$ cat src/design/mem_stage_pkg.sv
/*
 * memory-access stage shared definitions
 * widths, operation enums, instruction views and the stage payload structs
 */

`default_nettype none

package mem_stage_pkg;

    // ******************************
    // widths
    // ******************************
    parameter int XLEN       = 64;           // rv64 data path
    parameter int STRB_W     = XLEN / 8;     // one strobe bit per byte lane
    parameter int REG_ADDR_W = 5;            // x0..x31

    // ******************************
    // operation encodings
    // ******************************
    // memory operation sent down from EX
    typedef enum logic [1:0] {
        MEM_NONE  = 2'd0,
        MEM_LOAD  = 2'd1,
        MEM_STORE = 2'd2
    } mem_kind_e;

    // funct3[1:0] of loads and stores
    typedef enum logic [1:0] {
        SZ_B = 2'd0,
        SZ_H = 2'd1,
        SZ_W = 2'd2,
        SZ_D = 2'd3
    } mem_size_e;

    // where the register write value comes from
    typedef enum logic [1:0] {
        WB_NONE = 2'd0,    // no register write
        WB_ALU  = 2'd1,
        WB_LOAD = 2'd2,
        WB_LINK = 2'd3     // jal / jalr, pc+4
    } wb_src_e;

    // ******************************
    // instruction word views
    // ******************************
    typedef struct packed {
        logic [11:0]           imm;
        logic [REG_ADDR_W-1:0] rs1;
        logic [2:0]            funct3;
        logic [REG_ADDR_W-1:0] rd;
        logic [6:0]            opcode;
    } i_fmt_t;

    typedef struct packed {
        logic [6:0]            imm_hi;
        logic [REG_ADDR_W-1:0] rs2;      // store data register
        logic [REG_ADDR_W-1:0] rs1;
        logic [2:0]            funct3;
        logic [4:0]            imm_lo;
        logic [6:0]            opcode;
    } s_fmt_t;

    // loads and write-back read it as I-type, stores as S-type
    typedef union packed {
        i_fmt_t i_fmt;
        s_fmt_t s_fmt;
    } rv_inst_u;

    // ******************************
    // stage payloads
    // ******************************
    typedef struct packed {
        logic [XLEN-1:0] pc;
        rv_inst_u        inst;
        logic [XLEN-1:0] alu_out;     // result, or effective address for ld/st
        logic [XLEN-1:0] src2;        // rs2 value as read in ID
        mem_kind_e       mem_kind;
        wb_src_e         wb_src;
    } ex_mem_t;

    typedef struct packed {
        logic                  valid;
        logic                  wen;
        logic [REG_ADDR_W-1:0] rd;
        logic [XLEN-1:0]       wdata;
    } wb_fwd_t;

    typedef struct packed {
        logic                  wen;
        logic [REG_ADDR_W-1:0] rd;
        logic [XLEN-1:0]       value;
    } reg_wr_t;

    typedef struct packed {
        logic [XLEN-1:0] pc;
        rv_inst_u        inst;
        reg_wr_t         reg_wr;
    } mem_wb_t;

    // addr carried full width, upper bits zero above ADDR_W
    typedef struct packed {
        logic [XLEN-1:0]   addr;
        logic              wen;
        logic [XLEN-1:0]   wdata;
        logic [STRB_W-1:0] wstrb;
    } dmem_req_t;

endpackage

`default_nettype wire
$ cat src/design/mem_stage_top.sv
/*
 * memory-access stage of the rv64 in-order pipeline
 * stage register, store formatting, memory port control and write-back select
 */

`timescale 1ns/10ps
`default_nettype none

module mem_stage_top #(
    parameter int ADDR_W = 32
) (
    input  logic                               clk,
    input  logic                               rst,
    // EX side
    input  logic                               in_valid,
    input  mem_stage_pkg::ex_mem_t             in_data,
    output logic                               in_ready,
    // WB side
    output logic                               out_valid,
    output mem_stage_pkg::mem_wb_t             out_data,
    input  logic                               out_ready,
    input  mem_stage_pkg::wb_fwd_t             wb_fwd,
    // data memory
    output logic                               dmem_req_valid,
    output mem_stage_pkg::dmem_req_t           dmem_req,
    input  logic                               dmem_rsp_valid,
    input  logic [mem_stage_pkg::XLEN-1:0]     dmem_rsp_rdata
);

    // ******************************
    // internal wires
    // ******************************
    logic                                stage_valid;
    mem_stage_pkg::ex_mem_t              stage_data;
    logic                                stall;
    logic [mem_stage_pkg::XLEN-1:0]      wdata;        // lane-placed store data
    logic [mem_stage_pkg::STRB_W-1:0]    wstrb;
    logic [mem_stage_pkg::XLEN-1:0]      load_word;    // raw dword from memory
    logic                                item_leaving;

    assign item_leaving = out_valid && out_ready;      // handshake to WB

    // ******************************
    // instances
    // ******************************
    mem_stage_reg mem_stage_reg_i (
        .clk         (clk),
        .rst         (rst),
        .in_valid    (in_valid),
        .in_data     (in_data),
        .in_ready    (in_ready),
        .stall       (stall),
        .out_ready   (out_ready),
        .stage_valid (stage_valid),
        .stage_data  (stage_data)
    );

    store_data_unit store_data_unit_i (
        .stage_data (stage_data),
        .wb_fwd     (wb_fwd),
        .wdata      (wdata),
        .wstrb      (wstrb)
    );

    mem_access_ctrl #(
        .ADDR_W (ADDR_W)
    ) mem_access_ctrl_i (
        .clk            (clk),
        .rst            (rst),
        .stage_valid    (stage_valid),
        .stage_data     (stage_data),
        .wdata          (wdata),
        .wstrb          (wstrb),
        .item_leaving   (item_leaving),
        .stall          (stall),
        .dmem_req_valid (dmem_req_valid),
        .dmem_req       (dmem_req),
        .dmem_rsp_valid (dmem_rsp_valid),
        .dmem_rsp_rdata (dmem_rsp_rdata),
        .load_word      (load_word)
    );

    wb_result_unit wb_result_unit_i (
        .stage_valid (stage_valid),
        .stall       (stall),
        .stage_data  (stage_data),
        .load_word   (load_word),
        .out_valid   (out_valid),
        .out_data    (out_data)
    );

endmodule

`default_nettype wire

$ cat src/design/wb_result_unit.sv
/*
 * write-back result
 * load extraction with sign/zero extension, write value select,
 * output valid and register write gated by the stall
 */

`timescale 1ns/10ps
`default_nettype none

module wb_result_unit (
    input  logic                             stage_valid,
    input  logic                             stall,
    input  mem_stage_pkg::ex_mem_t           stage_data,
    input  logic [mem_stage_pkg::XLEN-1:0]   load_word,
    output logic                             out_valid,
    output mem_stage_pkg::mem_wb_t           out_data
);

    localparam int XL = mem_stage_pkg::XLEN;

    logic [XL-1:0]            shifted;
    logic [XL-1:0]            load_val;
    logic [XL-1:0]            wb_val;
    logic                     is_unsigned;
    mem_stage_pkg::mem_size_e size;
    logic                     wen;

    // ******************************
    // load extraction
    // ******************************
    assign shifted     = load_word >> {stage_data.alu_out[2:0], 3'b000};   // lane to bit 0
    assign is_unsigned = stage_data.inst.i_fmt.funct3[2];                  // lbu lhu lwu
    assign size        = mem_stage_pkg::mem_size_e'(stage_data.inst.i_fmt.funct3[1:0]);

    always_comb begin
        case (size)
            mem_stage_pkg::SZ_B:
                load_val = {{(XL-8){shifted[7] & ~is_unsigned}}, shifted[7:0]};
            mem_stage_pkg::SZ_H:
                load_val = {{(XL-16){shifted[15] & ~is_unsigned}}, shifted[15:0]};
            mem_stage_pkg::SZ_W:
                load_val = {{(XL-32){shifted[31] & ~is_unsigned}}, shifted[31:0]};
            default:
                load_val = shifted;                                        // ld
        endcase
    end

    // ******************************
    // write value and output
    // ******************************
    always_comb begin
        case (stage_data.wb_src)
            mem_stage_pkg::WB_ALU:  wb_val = stage_data.alu_out;
            mem_stage_pkg::WB_LOAD: wb_val = load_val;
            mem_stage_pkg::WB_LINK: wb_val = stage_data.pc + 64'd4;        // return address
            default:                wb_val = '0;
        endcase
    end

    assign out_valid = stage_valid && !stall;
    assign wen       = out_valid && (stage_data.wb_src != mem_stage_pkg::WB_NONE);

    assign out_data.pc           = stage_data.pc;
    assign out_data.inst         = stage_data.inst;
    assign out_data.reg_wr.wen   = wen;
    assign out_data.reg_wr.rd    = wen ? stage_data.inst.i_fmt.rd : '0;   // quiet when idle
    assign out_data.reg_wr.value = wen ? wb_val : '0;

endmodule

`default_nettype wire

$ cat src/design/mem_access_ctrl.sv
/*
 * data memory access control
 * one request per load/store, waits for the response, latches the
 * read data and stalls the stage until the item can move on
 */

`timescale 1ns/10ps
`default_nettype none

module mem_access_ctrl #(
    parameter int ADDR_W = 32                        // physical address bits
) (
    input  logic                                 clk,
    input  logic                                 rst,
    // held item
    input  logic                                 stage_valid,
    input  mem_stage_pkg::ex_mem_t               stage_data,
    input  logic [mem_stage_pkg::XLEN-1:0]       wdata,
    input  logic [mem_stage_pkg::STRB_W-1:0]     wstrb,
    input  logic                                 item_leaving,
    output logic                                 stall,
    // memory port
    output logic                                 dmem_req_valid,
    output mem_stage_pkg::dmem_req_t             dmem_req,
    input  logic                                 dmem_rsp_valid,
    input  logic [mem_stage_pkg::XLEN-1:0]       dmem_rsp_rdata,
    // latched read data
    output logic [mem_stage_pkg::XLEN-1:0]       load_word
);

    typedef enum logic [1:0] {
        ST_IDLE = 2'd0,
        ST_WAIT = 2'd1,    // request out, response pending
        ST_DONE = 2'd2     // response in, item waits for WB
    } state_e;

    state_e state;
    state_e state_nxt;
    logic   mem_item;

    assign mem_item = stage_valid && (stage_data.mem_kind != mem_stage_pkg::MEM_NONE);

    // ******************************
    // FSM
    // ******************************
    always_comb begin
        state_nxt = state;
        case (state)
            ST_IDLE: if (mem_item)       state_nxt = ST_WAIT;   // request goes out now
            ST_WAIT: if (dmem_rsp_valid) state_nxt = ST_DONE;
            ST_DONE: if (item_leaving)   state_nxt = ST_IDLE;
            default:                     state_nxt = ST_IDLE;
        endcase
    end

    always_ff @(posedge clk) begin
        if (rst) begin
            state <= ST_IDLE;
        end else begin
            state <= state_nxt;
        end
    end

    // read data, kept until the item leaves
    always_ff @(posedge clk) begin
        if ((state == ST_WAIT) && dmem_rsp_valid) begin
            load_word <= dmem_rsp_rdata;
        end
    end

    // ******************************
    // request and stall
    // ******************************
    assign dmem_req_valid = (state == ST_IDLE) && mem_item;    // single cycle strobe

    always_comb begin
        dmem_req             = '0;
        dmem_req.addr[ADDR_W-1:0] = stage_data.alu_out[ADDR_W-1:0];   // upper bits dropped
        dmem_req.wen         = (stage_data.mem_kind == mem_stage_pkg::MEM_STORE);
        dmem_req.wdata       = wdata;
        dmem_req.wstrb       = wstrb;      // zero for loads
    end

    // stalled from capture until the response is in
    assign stall = mem_item && (state != ST_DONE);

endmodule

`default_nettype wire

$ cat src/design/store_data_unit.sv
/*
 * store data formatting
 * picks rs2 (forwarded from WB when it matches), places it in the
 * byte lanes and builds the byte strobe
 */

`timescale 1ns/10ps
`default_nettype none

module store_data_unit (
    input  mem_stage_pkg::ex_mem_t               stage_data,
    input  mem_stage_pkg::wb_fwd_t               wb_fwd,
    output logic [mem_stage_pkg::XLEN-1:0]       wdata,
    output logic [mem_stage_pkg::STRB_W-1:0]     wstrb
);

    logic                                  fwd_hit;
    logic [mem_stage_pkg::XLEN-1:0]        store_op;
    logic [2:0]                            offset;
    mem_stage_pkg::mem_size_e              size;
    logic [mem_stage_pkg::STRB_W-1:0]      base_strb;
    logic                                  is_store;

    // ******************************
    // rs2 forwarding
    // ******************************
    // WB writes the register this store reads, x0 never forwards
    assign fwd_hit = wb_fwd.valid && wb_fwd.wen
                     && (wb_fwd.rd == stage_data.inst.s_fmt.rs2)
                     && (stage_data.inst.s_fmt.rs2 != '0);

    assign store_op = fwd_hit ? wb_fwd.wdata : stage_data.src2;

    assign offset   = stage_data.alu_out[2:0];           // byte within dword
    assign size     = mem_stage_pkg::mem_size_e'(stage_data.inst.s_fmt.funct3[1:0]);
    assign is_store = (stage_data.mem_kind == mem_stage_pkg::MEM_STORE);

    // ******************************
    // lane placement
    // ******************************
    // value copied to every lane, the strobe says which one counts
    always_comb begin
        case (size)
            mem_stage_pkg::SZ_B: begin
                wdata     = {mem_stage_pkg::STRB_W{store_op[7:0]}};
                base_strb = 8'b0000_0001;
            end
            mem_stage_pkg::SZ_H: begin
                wdata     = {(mem_stage_pkg::STRB_W / 2){store_op[15:0]}};
                base_strb = 8'b0000_0011;
            end
            mem_stage_pkg::SZ_W: begin
                wdata     = {(mem_stage_pkg::STRB_W / 4){store_op[31:0]}};
                base_strb = 8'b0000_1111;
            end
            default: begin                                // sd
                wdata     = store_op;
                base_strb = 8'b1111_1111;
            end
        endcase
    end

    // natural alignment assumed, the shift never runs off the top
    // no lanes for loads or plain ALU items
    assign wstrb = is_store ? (base_strb << offset) : '0;

endmodule

`default_nettype wire

$ cat src/design/mem_stage_reg.sv
/*
 * EX/MEM stage register
 * holds one instruction, stays put while stalled or blocked by WB
 */

`timescale 1ns/10ps
`default_nettype none

module mem_stage_reg (
    input  logic                   clk,
    input  logic                   rst,
    // from EX
    input  logic                   in_valid,
    input  mem_stage_pkg::ex_mem_t in_data,
    output logic                   in_ready,
    // hold control
    input  logic                   stall,
    input  logic                   out_ready,
    // held item
    output logic                   stage_valid,
    output mem_stage_pkg::ex_mem_t stage_data
);

    // ******************************
    // ready
    // ******************************
    // a stalled item never leaves, so nothing may be taken in
    assign in_ready = stall ? 1'b0 : out_ready;

    // ******************************
    // valid bit
    // ******************************
    always_ff @(posedge clk) begin
        if (rst) begin
            stage_valid <= 1'b0;
        end else if (in_ready) begin
            stage_valid <= in_valid;     // new item or bubble
        end
    end

    // payload, only the valid bit matters after reset
    always_ff @(posedge clk) begin
        if (in_ready) begin
            stage_data <= in_data;
        end
    end

endmodule

`default_nettype wire

$ cat config.mk
export PLATFORM = sky130hd
export DESIGN_NAME = mem_stage_top
export DESIGN_NICKNAME = d
export VERILOG_FILES = /design/src/design/mem_stage_pkg.sv /design/src/design/mem_stage_top.sv /design/src/design/wb_result_unit.sv /design/src/design/mem_access_ctrl.sv /design/src/design/store_data_unit.sv /design/src/design/mem_stage_reg.sv
export SDC_FILE = /design/constraint.sdc
export NUM_CORES = 1
export LEC_CHECK = 0
export BUFFER_PORTS_ARGS = -buffer_cell sky130_fd_sc_hd__buf_2
export CAP_MARGIN = 20
export CORE_AREA = 4 4 260 262
export CTS_BUF_LIST = sky130_fd_sc_hd__clkbuf_8
export DETAILED_ROUTE_END_ITERATION = 10
export DIE_AREA = 0 0 264 266
export HOLD_SLACK_MARGIN = 0.02
export PLACE_DENSITY = 0.59
export REMOVE_ABC_BUFFERS = 1
export SYNTH_ARGS = -nofsm -noshare
export SYNTH_HDL_FRONTEND = slang
export SYNTH_SLANG_ARGS = --single-unit
$ cat constraint.sdc
create_clock -name clk -period 20 [get_ports clk]
set_input_delay 1 -clock clk [delete_from_list [all_inputs] [get_ports clk]]
set_output_delay 1 -clock clk [all_outputs]
set_load 0.02 [all_outputs]
## After elaboration in Yosys (flattened, before gate mapping)

Index checks and enable logic that the tools add are counted.

- Register bits: 295
- Input bits: 368
- Word-level logic and storage cells: 59

- Add/sub/neg operators: 1
- Eq/ne operators: 13
- Shifts and indexed selects: 2
- Mux-type cells: 13
- Bitwise logic cells: 4
- Reductions and logical operators: 17

Operators with widths:

| cell | number |
|---|---|
| $pmux W64 S3 | 3 |
| $mux W64 | 2 |
| $add A64 B3 Y64 const B | 1 |
| $shr A64 B6 Y64 | 1 |
| $pmux W8 S3 | 1 |
| $eq A2 B2 Y1 const B | 5 |
| $logic_and A1 B1 Y1 | 10 |
| $mux W8 | 1 |
| $shl A8 B3 Y8 | 1 |
| $eq A2 B1 Y1 const B | 3 |
| $mux W2 | 3 |
| $ne A2 B2 Y1 const B | 3 |
| $pmux W2 S3 | 1 |
| $eq A5 B5 Y1 | 1 |
| $mux W5 | 1 |
| $reduce_bool A5 Y1 | 1 |
| $logic_not A2 Y1 | 2 |
| $reduce_bool A2 Y1 | 2 |
| $and A1 B1 Y1 | 3 |
| $reduce_and A3 Y1 | 1 |
| $ne A2 B1 Y1 const B | 1 |
| $logic_not A1 Y1 | 1 |
| $mux W1 | 1 |
| $not A1 Y1 | 1 |

## Depth between registers and ports, before layout

- Word-level depth: 8
- Mapped depth: 10
- Gate-level depth less buffers: 7

## By module

From an unflattened synthesis, not the netlist that was laid out.

- Cell total of the unflattened synthesis: 1577
- Area, all modules: 17511.8 sq um

By module, submodules not included:

| module | instances | cells each | area an instance (sq um) | sequential area each (sq um) |
|---|---|---|---|---|
| mem_stage_reg | 1 | 233 | 6897.9 | 6866.6 |
| wb_result_unit | 1 | 825 | 5457.7 | 0.0 |
| mem_access_ctrl | 1 | 214 | 3055.4 | 1961.9 |
| store_data_unit | 1 | 304 | 2094.5 | 0.0 |
| mem_stage_top | 1 | 1 | 6.3 | 0.0 |

## Worst setup path after synthesis

OpenSTA, ideal clock, no wires.

- Path kind: input -> output
- Start point: in out_ready
- End point: out in_ready
- Arrival: 6202 ps
- Required time: 19000 ps
- Path slack: 12798 ps
- Stages on the path: 1
- Path buffers: 0
- Cell sequence: o21a_1

- Longest elaborated chain between the ends: 1

Ends and longest elaborated chain:

| what | line | text |
|---|---|---|
| start, declared | mem_stage_top.sv:21 | `input logic out_ready,` |
| $mux W1 | mem_stage_reg.sv:28 | `assign in_ready = stall ? 1'b0 : out_ready;` |
| end, declared | mem_stage_top.sv:17 | `output logic in_ready,` |

No other way between the ends.

==> impl_metrics.ini <==
[logic_synthesis]
postSynthCellCount = 1494
synth-seq-area-share = 0.524
syn_avg_cell_area_um2 = 11.3
syn-cell-area_um2 = 16900
async_flop_share = 0
synth_edf_count = 292
synth_cell_type_count = 72
yosys_warnings = 0
ys.flop_type = edfxtp_1
synth_seq_cells = 295

[setup_path]
path_buf_inv = 2
ff2ff_setup_slack_ns = 17.18
critPathArrivalTime_ns = 4.36
worst_r2r_endpoint = mem_stage_reg_i.stage_data[218]$_DFFE_PP_
critPathMaxStageDelay_ns = 0.98
crit_required_ns = 19.00
cp-start-kind = flop
crit_family = compound AO/OA/AOI/OAI gates
reg2reg_depth = 4
crit_slowest_cell = edfxtp_1
crit_fanout = 57
worstSetupEndpointType = output pin
criticalPathCategory = flop to output pin
crit_path_cell_trace = buf_4 > mux2_2 > nor2_1 > o32ai_1 > a211oi_1 > a2111oi_0 > buf_2
crit-reg2reg-launch = mem_stage_reg_i.stage_data[3]$_DFFE_PP_

[flow_run]
drv_cap = 0

[floorplanning]
die_x_um = 264
core_um2 = 65400
ios = 674
start_util = 0.258
die_h_um = 266
die_area_um2 = 70200
num_rows = 94

[worst_hold_path]
min_to = mem_stage_reg_i.stage_data[173]$_DFFE_PP_
hp-start = in_data[173]
whs_path_depth = 1
hp-class = primary input to flop

[detailed_routing]
vias = 15000
wire_per_inst_um = 27.6
post-route-drc-count = 0
drt_iter0_drc = 1337
drt_pass1_iterations = 5
post_drt_via_cell_ratio = 5.12
ant_nets = 0
routed_wl_um = 80800

[sta]
finalSetupViolCount = 0
final.setup.tns_ns = 0
fin_crit_sh = 0.268
finalCriticalPeriod_ns = 5.36
max_slew_margin = 0.352
fmax_mhz = 186
finalHoldViolations = 0
skew_ns = 0.0195
hold_ws_ns = 0.507
drv_slew = 0
rsz0062_at_grt = no
worst_slew_pin_slew_ns = 0.972

[clocking]
ctsHoldBuffers = 0
tritoncts = yes
clockBufferDepth = 3
ctsHtreeMaxLevel = 2
clock-sinks = 295
post_cts_buffers = 0
cts.repair.resized = 0
cts-root-buf = clkbuf_8
path_clk_slew_ns = 0.07
clock_latency_ns = 0.66
numCtsBuffers = 56

[run_status]
status = finished, final reports clean

[power_and_ir_drop]
ir_worst_vdd_mv = 0.0505
swShare = 0.312
p_total_uw = 1640
p_clk_frac = 0.360
power.internal_uw = 1130
seqPwrFrac = 0.460
p_switching_uw = 511
p_comb_frac = 0.179
power.density_nw_per_um2 = 77.9
power_leakage_uw = 0.00871

[placed_design]
dp_hpwl_um = 64300
port_buffers = 641
routabilityCongestion = 0.952

[global_routing]
antenna_found_initial = 31
grt_start_max_net_pins = 69
overflow = 0
grt_pass1_wl_um = 111000
grt_usage = 0.217
first_global_vias = 15000

[layout]
layout-drive-gt1-share = 0.406
finalNetCount = 2375
area_growth_pct = 24.7
==> layer usage <==
metal,wire (um),GRT usage,vias up
met5,112,0,-
met4,2120,0.0510,16
met3,7590,0.0652,149
met2,41000,0.397,938
met1,29900,0.250,7337
li1,-,-,6547
==> cell families (layout without fill, tap and decap cells) <==
group / Yosys count / count (layout) / synth area share
flops: 295 / 295 / 0.524
xor+xnor: 35 / 35 / 0.0182
compound gates: 356 / 356 / 0.135
simple gates: 396 / 396 / 0.119
mux: 141 / 141 / 0.102
other cells: 1 / 43 / 0.000222
buf+inv: 269 / 794 / 0.101
fa+ha+maj: 1 / 1 / 0.000742
==> worst reg2reg max path: stages (launching register included) <==
cell and delay [ns]:
edfxtp_1 0.40, o21ai_0 0.35, o21a_4 0.19, buf_4 0.56
buf_4 0.85
==> flip-flops by register name, summed over array words and instances (netlist names) <==
name and flops:
mem_stage_reg_i.stage_data 228, mem_access_ctrl_i.state 2, mem_stage_reg_i.stage_valid 1, mem_access_ctrl_i.load_word 64
==> power by group through the flow <==
stage                     combinational [uW]  sequential [uW]  clock, uW
after floorplan                          127              792          0
after global placement                   292              766          0
after detailed placement                 295              767          0
after CTS                                296              754        616
after global routing                     314              757        644
final                                    294              754        590
==> synth_stat cells (12+ instances only) <==
| library cell | instances | area [um^2] |
|---|---|---|
| nor3_1 | 25 | 125 |
| clkbuf_1 | 50 | 188 |
| nor4_1 | 19 | 119 |
| buf_2 | 21 | 105 |
| and3_1 | 12 | 75.1 |
| nor2_1 | 101 | 379 |
| nand3_1 | 36 | 180 |
| a31oi_1 | 16 | 100 |
| a211oi_1 | 12 | 90.1 |
| o21a_1 | 20 | 150 |
| mux2_2 | 33 | 372 |
| and2_1 | 15 | 93.8 |
| mux4_2 | 21 | 473 |
| xnor2_1 | 25 | 219 |
| o211ai_1 | 22 | 165 |
| nand4_1 | 30 | 188 |
| buf_4 | 171 | 1280 |
| inv_1 | 19 | 71.3 |
| o21ai_0 | 73 | 365 |
| a21oi_1 | 105 | 526 |
| a22oi_1 | 35 | 263 |
| mux2i_1 | 87 | 871 |
| nand2_1 | 115 | 432 |
| edfxtp_1 | 292 | 8770 |
==> cell type report <==
cell class	count	area, um^2
Multi-Input combinational cell	961	6490
Timing Repair Buffer	671	3440
Inverter	21	78.8
Tap cell	864	1080
Clock inverter	46	303
Fill cell	6837	44400
Antenna cell	11	27.5
Clock buffer	56	771
Sequential cell	295	8830
==> through the flow <==
stage | area, um^2 | std cells | util | setup WS, ns
floorplan | 15400 | 1277 | - | 12.80
global placement | 19900 | 2811 | 0.304 | 14.91
detailed placement | 19900 | 2811 | 0.304 | 14.94
CTS | 21000 | 2913 | 0.321 | 14.53
global route | 21000 | 2917 | 0.321 | 14.48
finish | 21000 | 2925 | 0.321 | 14.64
==> layout by cell type, fill, tap and decap left out, types with 10 or more instances in the layout <==
| cell | n |
|---|---|
| nor2_1 | 97 |
| a31oi_1 | 16 |
| o21ai_0 | 73 |
| and2_1 | 15 |
| mux2i_1 | 87 |
| a32oi_1 | 10 |
| clkbuf_8 | 56 |
| xor2_1 | 10 |
| and3_1 | 12 |
| nand4_1 | 30 |
| xnor2_1 | 25 |
| clkinv_2 | 12 |
| a22oi_1 | 35 |
| o211ai_1 | 22 |
| nor3_1 | 25 |
| nor4_1 | 19 |
| inv_1 | 34 |
| buf_2 | 641 |
| mux2_2 | 33 |
| clkinv_1 | 12 |
| edfxtp_1 | 292 |
| o31a_1 | 11 |
| nand2_1 | 115 |
| o21a_1 | 19 |
| nand3_1 | 36 |
| a211oi_1 | 12 |
| mux4_2 | 21 |
| diode_2 | 11 |
| buf_4 | 29 |
| conb_1 | 32 |
| a21oi_1 | 105 |
==> worst max path at each step <==
stage	start	to	slack [ns]	cells after the start
2_1_floorplan	out_ready	in_ready	12.80	1
3_3_place_gp	wb_fwd[68]	dmem_req[58]	14.91	9
5_1_grt	mem_stage_reg_i.stage_data[68]$_DFFE_PP_	out_data[21]	14.48	7
6_report	mem_stage_reg_i.stage_data[68]$_DFFE_PP_	out_data[21]	14.64	7
4_1_cts	mem_stage_reg_i.stage_data[68]$_DFFE_PP_	out_data[55]	14.53	7
3_5_place_dp	wb_fwd[68]	dmem_req[58]	14.94	9
Note: power is estimated with default switching activity, not from simulation.
